### config.mk
export PLATFORM = sky130hd
export DESIGN_NAME = pixel_processing
export DESIGN_NICKNAME = d
export VERILOG_FILES = /design/src/verilog/pixel_pkg.sv /design/src/verilog/pixel_mode_decode.sv /design/src/verilog/manual_lut_update.sv /design/src/verilog/fast_mono_update.sv /design/src/verilog/pixel_writeback.sv /design/src/verilog/pixel_processing.sv
export SDC_FILE = /design/constraint.sdc
export NUM_CORES = 1
export LEC_CHECK = 0
export BUFFER_PORTS_ARGS = -buffer_cell sky130_fd_sc_hd__buf_4
export CAP_MARGIN = 30
export CELL_PAD_IN_SITES_DETAIL_PLACEMENT = 1
export CELL_PAD_IN_SITES_GLOBAL_PLACEMENT = 1
export CORE_UTILIZATION = 30
export DETAILED_ROUTE_END_ITERATION = 7
export PLACE_DENSITY = 0.68
export SLEW_MARGIN = 20
export SYNTH_ARGS = -nofsm -noshare
export SYNTH_HDL_FRONTEND = slang
export SYNTH_HIERARCHICAL = 1
export SYNTH_SLANG_ARGS = --single-unit
### constraint.sdc
create_clock -name clk -period 2.5 [get_ports clk]
set_input_delay 0.25 -clock clk [delete_from_list [all_inputs] [get_ports clk]]
set_output_delay 0.25 -clock clk [all_outputs]
set_load 0.01 [all_outputs]
### src/verilog/pixel_pkg.sv
/*
 * Shared definitions for the per-pixel update pipeline
 *   state word types and field accessors
 *   mode, dither, drive and operation enums
 *   set-mode presets and the default state word
 */
`default_nettype none

package pixel_pkg;

    // Stored state word and its fields
    typedef logic [15:0] pixel_state_t;
    typedef logic [3:0]  pixel_val_t;
    typedef logic [5:0]  frame_cnt_t;
    typedef logic [1:0]  mindrv_t;

    // Mode field in bits 15-12
    // Manual LUT only decodes bits 15-14
    // Bits 13-12 then hold the top of the source value
    typedef enum logic [3:0] {
        mode_ml_no_dither  = 4'b0000,
        mode_ml_error_diff = 4'b0100,
        mode_fm_no_dither  = 4'd8,
        mode_fm_bayer      = 4'd9,
        mode_fm_blue_noise = 4'd10
    } mode_e;

    typedef enum logic {
        base_manual_lut = 1'b0,
        base_fast_mono  = 1'b1
    } base_mode_e;

    typedef enum logic [1:0] {
        dither_none    = 2'd0,
        dither_bayer   = 2'd1,
        dither_bn_1bit = 2'd2,
        dither_ed_4bit = 2'd3
    } dither_e;

    // Panel drive code, 3 is never driven
    typedef enum logic [1:0] {
        no_drive    = 2'd0,
        drive_black = 2'd1,
        drive_white = 2'd2
    } drive_e;

    // Codes 2 and 3 are reserved
    typedef enum logic [1:0] {
        op_init   = 2'd0,
        op_normal = 2'd1
    } op_state_e;

    typedef enum logic [7:0] {
        op_ext_redraw  = 8'h01,
        op_ext_setmode = 8'h02
    } op_cmd_e;

    // op_param values of the set-mode command
    typedef enum logic [7:0] {
        setmode_ml_no_dither  = 8'd0,
        setmode_ml_error_diff = 8'd1,
        setmode_fm_no_dither  = 8'd2,
        setmode_fm_bayer      = 8'd3,
        setmode_fm_blue_noise = 8'd4
    } setmode_e;

    // Manual LUT, no dither, idle, target white
    localparam pixel_state_t default_state        = {mode_ml_no_dither, 12'h00F};
    localparam pixel_state_t preset_ml_error_diff = {mode_ml_error_diff, 12'h00F};
    // Fast mono presets start idle on a white previous pixel
    localparam pixel_state_t preset_fm_no_dither  = {mode_fm_no_dither, 12'h001};
    localparam pixel_state_t preset_fm_bayer      = {mode_fm_bayer, 12'h001};
    localparam pixel_state_t preset_fm_blue_noise = {mode_fm_blue_noise, 12'h001};

    // Frame counter, bits 9-4 in both modes
    function automatic frame_cnt_t state_framecnt(input pixel_state_t s);
        return s[9:4];
    endfunction

    // Manual LUT target value
    function automatic pixel_val_t state_target(input pixel_state_t s);
        return s[3:0];
    endfunction

    // Fast mono frame rate cap
    function automatic mindrv_t state_mindrv(input pixel_state_t s);
        return s[3:2];
    endfunction

    // Fast mono previous pixel, 1 is white
    function automatic logic state_prev(input pixel_state_t s);
        return s[0];
    endfunction

endpackage

`default_nettype wire

### src/verilog/pixel_mode_decode.sv
/*
 * Stage one of the pixel pipeline
 *   mode and dither decode with fast mono fallback
 *   external command decode and clear colour
 *   input value select and stage-one registers
 */
`default_nettype none

module pixel_mode_decode import pixel_pkg::*; (
    input  wire               clk,
    input  wire               rst_n,
    input  wire               in_valid,
    input  wire pixel_val_t   proc_p_or,
    input  wire               proc_p_bd,
    input  wire               proc_p_n1,
    input  wire pixel_val_t   proc_p_e4,
    input  wire pixel_state_t proc_bi,
    input  wire drive_e       proc_lut_rd,
    input  wire op_state_e    op_state,
    input  wire               op_valid,
    input  wire op_cmd_e      op_cmd,
    input  wire setmode_e     op_param,
    input  wire [7:0]         op_framecnt,
    output logic              s1_valid,
    output base_mode_e        s1_base,
    output pixel_val_t        s1_vin,
    output pixel_state_t      s1_bi,
    output drive_e            s1_lut_rd,
    output op_state_e         s1_state,
    output setmode_e          s1_param,
    output logic [7:0]        s1_framecnt,
    output logic              s1_force_clear,
    output logic              s1_update_req,
    output logic              s1_set_mode_apply
);

    base_mode_e base;
    dither_e    dither;
    pixel_val_t clear_color;
    pixel_val_t vin;

    // External commands
    wire redraw_en      = op_valid && (op_cmd == op_ext_redraw);
    wire set_mode_en    = op_valid && (op_cmd == op_ext_setmode);
    // Set-mode with a running frame count clears first, applies at count zero
    wire force_clear    = redraw_en || (set_mode_en && (op_framecnt != 8'd0));
    wire set_mode_apply = set_mode_en && (op_framecnt == 8'd0);

    // Mode decode
    always_comb begin
        base   = base_fast_mono;
        dither = dither_none;
        casez (proc_bi[15:12])
            4'b00??:            base = base_manual_lut;
            4'b01??: begin
                base   = base_manual_lut;
                dither = dither_ed_4bit;
            end
            mode_fm_bayer:      dither = dither_bayer;
            mode_fm_blue_noise: dither = dither_bn_1bit;
            // Fast mono no dither, stale fast grey and auto LUT codes
            default:            dither = dither_none;
        endcase
    end

    // Clear colour
    // Fast mono follows the global frame count, black on the late frames
    always_comb begin
        if (base == base_manual_lut) begin
            clear_color = 4'hF;
        end else if ((op_framecnt[4:3] == 2'b11) || op_framecnt[5]) begin
            clear_color = 4'h0;
        end else begin
            clear_color = 4'hF;
        end
    end

    // Input value
    always_comb begin
        if (force_clear) begin
            vin = clear_color;
        end else begin
            case (dither)
                dither_bayer:   vin = {4{proc_p_bd}};
                dither_bn_1bit: vin = {4{proc_p_n1}};
                dither_ed_4bit: vin = proc_p_e4;
                default:        vin = proc_p_or;
            endcase
        end
    end

    // Valid and command flags
    always_ff @(posedge clk or negedge rst_n) begin
        if (!rst_n) begin
            s1_valid          <= 1'b0;
            s1_force_clear    <= 1'b0;
            s1_update_req     <= 1'b0;
            s1_set_mode_apply <= 1'b0;
        end else begin
            s1_valid          <= in_valid;
            s1_force_clear    <= in_valid && force_clear;
            s1_update_req     <= in_valid && redraw_en;
            s1_set_mode_apply <= in_valid && set_mode_apply;
        end
    end

    // Pixel payload, captured with its valid strobe
    always_ff @(posedge clk) begin
        if (in_valid) begin
            s1_base     <= base;
            s1_vin      <= vin;
            s1_bi       <= proc_bi;
            s1_lut_rd   <= proc_lut_rd;
            s1_state    <= op_state;
            s1_param    <= op_param;
            s1_framecnt <= op_framecnt;
        end
    end

endmodule

`default_nettype wire

### src/verilog/manual_lut_update.sv
/*
 * Manual LUT next state and drive
 *   waveform playback while the frame counter runs
 *   update start on redraw or forced clear
 */
`default_nettype none

module manual_lut_update import pixel_pkg::*; (
    input  wire pixel_state_t s1_bi,
    input  wire pixel_val_t   s1_vin,
    input  wire drive_e       s1_lut_rd,
    input  wire               s1_force_clear,
    input  wire               s1_update_req,
    input  wire frame_cnt_t   csr_lutframe,
    output pixel_state_t      ml_bo,
    output drive_e            ml_drive
);

    frame_cnt_t framecnt;
    frame_cnt_t framecnt_dec;

    assign framecnt     = state_framecnt(s1_bi);
    assign framecnt_dec = framecnt - 6'd1;

    always_comb begin
        if (framecnt != 6'd0) begin
            // Waveform in progress
            // Source and target hold, requests are ignored
            ml_drive = s1_lut_rd;
            ml_bo    = {s1_bi[15:10], framecnt_dec, s1_bi[3:0]};
        end else begin
            ml_drive = no_drive;
            if (s1_update_req || s1_force_clear) begin
                // Old target is what the panel shows now
                // It becomes the source of the new waveform
                ml_bo = {s1_bi[15:14], state_target(s1_bi), csr_lutframe, s1_vin};
            end else begin
                // Idle
                ml_bo = s1_bi;
            end
        end
    end

endmodule

`default_nettype wire

### src/verilog/fast_mono_update.sv
/*
 * Fast mono next state and drive
 *   black and white update with per-direction frame counts
 *   dynamic frame rate cap on reversals
 */
`default_nettype none

module fast_mono_update import pixel_pkg::*; #(
    parameter frame_cnt_t fastm_b2w_frames = 6'd9,
    parameter frame_cnt_t fastm_w2b_frames = 6'd9
) (
    input  wire pixel_state_t s1_bi,
    input  wire pixel_val_t   s1_vin,
    input  wire mindrv_t      csr_mindrv,
    output pixel_state_t      fm_bo,
    output drive_e            fm_drive
);

    frame_cnt_t framecnt;
    frame_cnt_t framecnt_dec;
    frame_cnt_t framecnt_2w;
    frame_cnt_t framecnt_2b;
    mindrv_t    mindrv;
    mindrv_t    mindrv_dec;
    logic       prev;
    logic       target;
    logic       change;
    drive_e     drive_to_input;
    drive_e     drive_prev;

    assign framecnt     = state_framecnt(s1_bi);
    assign framecnt_dec = framecnt - 6'd1;
    assign mindrv       = state_mindrv(s1_bi);
    // Cap counts down and stops at zero
    assign mindrv_dec   = (mindrv != 2'd0) ? (mindrv - 2'd1) : 2'd0;
    assign prev         = state_prev(s1_bi);

    // Only the input MSB matters in mono
    assign target = s1_vin[3];
    assign change = (target != prev);

    // Reversal mid-update only needs the frames already spent
    assign framecnt_2w = fastm_b2w_frames - framecnt + 6'd1;
    assign framecnt_2b = fastm_w2b_frames - framecnt + 6'd1;

    assign drive_to_input = target ? drive_white : drive_black;
    assign drive_prev     = prev ? drive_white : drive_black;

    always_comb begin
        if (framecnt != 6'd0) begin
            if (change && (mindrv == 2'd0)) begin
                // Reverse direction, cap reloads from the CSR
                fm_drive = drive_to_input;
                fm_bo    = {s1_bi[15:10], target ? framecnt_2w : framecnt_2b,
                            csr_mindrv, 1'b0, target};
            end else begin
                // Keep driving the colour already chosen
                fm_drive = drive_prev;
                fm_bo    = {s1_bi[15:10], framecnt_dec, mindrv_dec, s1_bi[1:0]};
            end
        end else if (change) begin
            // Idle pixel starts a full update
            fm_drive = drive_to_input;
            fm_bo    = {s1_bi[15:10], target ? fastm_b2w_frames : fastm_w2b_frames,
                        csr_mindrv, 1'b0, target};
        end else begin
            fm_drive = no_drive;
            fm_bo    = s1_bi;
        end
    end

endmodule

`default_nettype wire

### src/verilog/pixel_writeback.sv
/*
 * Stage two of the pixel pipeline
 *   mode result select
 *   set-mode presets and init override
 *   output registers
 */
`default_nettype none

module pixel_writeback import pixel_pkg::*; (
    input  wire               clk,
    input  wire               rst_n,
    input  wire               s1_valid,
    input  wire base_mode_e   s1_base,
    input  wire op_state_e    s1_state,
    input  wire setmode_e     s1_param,
    input  wire [7:0]         s1_framecnt,
    input  wire               s1_set_mode_apply,
    input  wire pixel_state_t ml_bo,
    input  wire drive_e       ml_drive,
    input  wire pixel_state_t fm_bo,
    input  wire drive_e       fm_drive,
    output logic              out_valid,
    output pixel_state_t      proc_bo,
    output drive_e            proc_output
);

    pixel_state_t next_bo;
    drive_e       next_drive;

    always_comb begin
        // Normal operation, result of the active mode
        if (s1_base == base_manual_lut) begin
            next_bo    = ml_bo;
            next_drive = ml_drive;
        end else begin
            next_bo    = fm_bo;
            next_drive = fm_drive;
        end

        // Set-mode replaces the state word only
        if (s1_set_mode_apply) begin
            case (s1_param)
                setmode_ml_no_dither:  next_bo = default_state;
                setmode_ml_error_diff: next_bo = preset_ml_error_diff;
                setmode_fm_no_dither:  next_bo = preset_fm_no_dither;
                setmode_fm_bayer:      next_bo = preset_fm_bayer;
                setmode_fm_blue_noise: next_bo = preset_fm_blue_noise;
                // Invalid code, back to manual LUT
                default:               next_bo = default_state;
            endcase
        end

        // Init wins over everything
        // 128-frame round, counting down
        //   x111xxx  no drive
        //   1xxxxxx  black
        //   0xxxxxx  white
        if (s1_state == op_init) begin
            if (s1_framecnt[5:3] == 3'b111) begin
                next_drive = no_drive;
            end else if (s1_framecnt[6]) begin
                next_drive = drive_black;
            end else begin
                next_drive = drive_white;
            end
            next_bo = default_state;
        end
    end

    // Panel sees no drive between valid pixels
    always_ff @(posedge clk or negedge rst_n) begin
        if (!rst_n) begin
            out_valid   <= 1'b0;
            proc_output <= no_drive;
        end else begin
            out_valid   <= s1_valid;
            proc_output <= s1_valid ? next_drive : no_drive;
        end
    end

    always_ff @(posedge clk) begin
        if (s1_valid) begin
            proc_bo <= next_bo;
        end
    end

endmodule

`default_nettype wire

### src/verilog/pixel_processing.sv
/*
 * Pixel update pipeline top level
 *   decode stage, manual LUT and fast mono units, writeback stage
 */
`default_nettype none

module pixel_processing import pixel_pkg::*; #(
    parameter frame_cnt_t fastm_b2w_frames = 6'd9,
    parameter frame_cnt_t fastm_w2b_frames = 6'd9
) (
    input  wire               clk,
    input  wire               rst_n,
    input  wire               in_valid,
    // Pixel inputs
    input  wire pixel_val_t   proc_p_or,
    input  wire               proc_p_bd,
    input  wire               proc_p_n1,
    input  wire pixel_val_t   proc_p_e4,
    input  wire pixel_state_t proc_bi,
    input  wire drive_e       proc_lut_rd,
    // Operation inputs
    input  wire op_state_e    op_state,
    input  wire               op_valid,
    input  wire op_cmd_e      op_cmd,
    input  wire setmode_e     op_param,
    input  wire [7:0]         op_framecnt,
    // Static settings, held while pixels are in flight
    input  wire frame_cnt_t   csr_lutframe,
    input  wire mindrv_t      csr_mindrv,
    output wire               out_valid,
    output wire pixel_state_t proc_bo,
    output wire drive_e       proc_output
);

    wire               s1_valid;
    wire base_mode_e   s1_base;
    wire pixel_val_t   s1_vin;
    wire pixel_state_t s1_bi;
    wire drive_e       s1_lut_rd;
    wire op_state_e    s1_state;
    wire setmode_e     s1_param;
    wire [7:0]         s1_framecnt;
    wire               s1_force_clear;
    wire               s1_update_req;
    wire               s1_set_mode_apply;
    wire pixel_state_t ml_bo;
    wire drive_e       ml_drive;
    wire pixel_state_t fm_bo;
    wire drive_e       fm_drive;

    pixel_mode_decode pixel_mode_decode_inst (
        .clk, .rst_n, .in_valid,
        .proc_p_or, .proc_p_bd, .proc_p_n1, .proc_p_e4, .proc_bi, .proc_lut_rd,
        .op_state, .op_valid, .op_cmd, .op_param, .op_framecnt,
        .s1_valid, .s1_base, .s1_vin, .s1_bi, .s1_lut_rd, .s1_state, .s1_param,
        .s1_framecnt, .s1_force_clear, .s1_update_req, .s1_set_mode_apply
    );

    manual_lut_update manual_lut_update_inst (
        .s1_bi, .s1_vin, .s1_lut_rd, .s1_force_clear, .s1_update_req,
        .csr_lutframe, .ml_bo, .ml_drive
    );

    fast_mono_update #(
        .fastm_b2w_frames(fastm_b2w_frames),
        .fastm_w2b_frames(fastm_w2b_frames)
    ) fast_mono_update_inst (
        .s1_bi, .s1_vin, .csr_mindrv, .fm_bo, .fm_drive
    );

    pixel_writeback pixel_writeback_inst (
        .clk, .rst_n, .s1_valid, .s1_base, .s1_state, .s1_param, .s1_framecnt,
        .s1_set_mode_apply, .ml_bo, .ml_drive, .fm_bo, .fm_drive,
        .out_valid, .proc_bo, .proc_output
    );

endmodule

`default_nettype wire

==> out/metrics.cfg <==
[sta]
relSlewSlack=0.469
min_period_over_period=0.933
fin_ws_ps=167
fin_crit_ps=2330
setup_tns_ps=0
maxSlewViolCount=0
final-hold-violation-count=0
whs_ps=77.0
rsz0062_at_grt=false
skew_ps=14.2
finalSetupViolCount=0
worst_slew_pin_slew_ps=797
max_freq_mhz=429

[setup_path]
crit_required_ps=2700
worst-path-buf-inv=0
crit_family=simple AND/OR/NAND/NOR gates
crit_arrival_ps=2530
crit_path_end_kind=flip-flop
crit_path_cell_trace=ha_1 -> nor3_2 -> a21oi_1 -> or4_1 -> o211ai_1 -> mux2i_1 -> nor2_1
max_stage_delay_ps=470
cp_slowest_cell=edfxtp_1
crit_fanout=8
startpoint_type=flip-flop
crit_type=flip-flop to flip-flop

[finish]
seqCellArea_mm2=0.00177
fin_util=0.402
area_growth_pct=30.3
drive_above_1_share=0.347
multi_input_area_mm2=0.00144
nets=446
nFillCells=1202
instances_no_fill=518
design_area_mm2=0.00438
diodes=0

[floorplanning]
start_util=0.308
pin_count=85
die_area_mm2=0.0116
std_cell_rows=38
core_area_mm2=0.0109
fp.dieH_um=108
fp.dieW_um=108

[synth]
yosysWarnings=6
synth_cells=282
syn_nets=355
avgSynthCellArea_um2=11.9
syn-cell-area_mm2=0.00336

[clock_tree]
htreeDepth=3
cts_tree=done
cts_buffers=9
ctsResizeCount=0
clk_latency_ps=340
cts-root-buf=clkbuf_8
clk_path_buf_depth=2
clk_pin_slew_ps=80
clock_sinks=60

[global_route]
grt_pass1_vias=2634
grt-ovfl-total=0
antenna_found_initial=0
grtUsageTotal=0.149
grt_pass1_wl_um=13000
grt_max_degree=39

[routing]
drt-pass1-iter-count=4
ant_nets=0
routedWlPerCell_um=15.9
vias=2550
wl_um=8210
vias_per_cell=4.92
drc_errors=0
drtIter0Drc=97

[pwr]
p_leak_nw=1.79
finalPower_mw=2.76
cellPowerDensity_mw_per_mm2=631
vdd_drop_max_uv=250

[placed_design]
dp_hpwl_um=6260
globalplace.congestion=0.764
pre_cts_ws_ps=189
place_inst=501
placement.io_buffers=84
placed_area_mm2=0.00413

[min_path]
hold_class=input pin to flip-flop

[run_status]
status=completed

[flow_run]
drv_cap=0

==> path summary, 6_finish.rpt <==
path,startpoint,to,slack (ps),depth (start not counted)
worst max-delay path,pixel_mode_decode_inst/s1_bi[0]$_DFFE_PP_,pixel_writeback_inst/proc_bo[7]$_SDFFCE_PP0P_,170,7
worst min-delay path,op_param[7],pixel_mode_decode_inst/s1_param[7]$_DFFE_PP_,80,1
worst max register to register,pixel_mode_decode_inst/s1_bi[0]$_DFFE_PP_,pixel_writeback_inst/proc_bo[7]$_SDFFCE_PP0P_,170,7
worst min register to register,pixel_mode_decode_inst/s1_bi[11]$_DFFE_PP_,pixel_writeback_inst/proc_bo[11]$_SDFFCE_PP0P_,620,2
max in group asynchronous,rst_n,pixel_writeback_inst/proc_output[0]$_DFF_PN0_,2120,2
min in group asynchronous,rst_n,pixel_writeback_inst/out_valid$_DFF_PN0_,250,2
==> placed cells by master (no fill, tap or decap), drive strengths merged, types with 4 or more instances in the layout <==
| cell type | count |
|---|---|
| nor4 | 4 |
| nand2b | 6 |
| o21ai | 25 |
| ha | 7 |
| clkbuf | 9 |
| edfxtp | 53 |
| nor2b | 5 |
| nand2 | 14 |
| nor2 | 19 |
| inv | 9 |
| buf | 95 |
| nand3b | 6 |
| dfrtp | 7 |
| nor3 | 8 |
| mux2i | 16 |
| nand3 | 7 |
| mux2 | 13 |
| and2 | 5 |
| a21oi | 10 |
==> layer usage <==
layer / global-route usage / vias up / routed length [um]
li1: - / 1249 / -
met1: 0.179 / 1222 / 3570
met2: 0.255 / 68 / 4100
met3: 0.0381 / 11 / 395
met4: 0.0538 / 0 / 148
met5: 0 / - / 0
==> flip-flops by register name (all words and copies together) (netlist names) <==
signal                                    flops
pixel_mode_decode_inst/s1_param               8
pixel_writeback_inst/proc_output              2
pixel_mode_decode_inst/s1_valid               1
pixel_mode_decode_inst/s1_state               2
pixel_mode_decode_inst/s1_framecnt            4
pixel_mode_decode_inst/s1_base                1
pixel_mode_decode_inst/s1_lut_rd              2
pixel_mode_decode_inst/s1_set_mode_apply      1
pixel_writeback_inst/out_valid                1
pixel_mode_decode_inst/s1_vin                 4
pixel_mode_decode_inst/s1_force_clear         1
pixel_mode_decode_inst/s1_bi                 16
pixel_mode_decode_inst/s1_update_req          1
pixel_writeback_inst/proc_bo                 16
==> layout make-up <==
class,instances,share of cell area
repair buffers,96,0.165
multi-input cells,197,0.329
clock buffers,9,0.0283
well taps,140,0.0400
clock inverters,7,0.0263
inverters,9,0.00772
flip-flops and latches,60,0.404
==> timing repair <==
item                      CTS  global route
hold buffers                1             0
buffers inserted            0             0
hold endpoints to repair    7             0
==> power by group <==
| group | leakage, nW | internal (mW) | switching [mW] | total [mW] |
|---|---|---|---|---|
| clock | 0.117 | 0.658 | 0.394 | 1.05 |
| combinational | 1.06 | 0.238 | 0.217 | 0.454 |
| sequential | 0.611 | 1.20 | 0.0537 | 1.25 |
| total | 1.79 | 2.09 | 0.665 | 2.76 |
==> worst register-to-register path: cells and delay by family (launching register included) <==
family,cells,cell delay (ps)
AO/OA/AOI/OAI,2,260
multiplexers,1,100
adder cells (fa/ha/maj),1,410
flip-flops,1,470
AND/OR/NAND/NOR,3,940
Note: power is estimated with default switching activity, not from simulation.
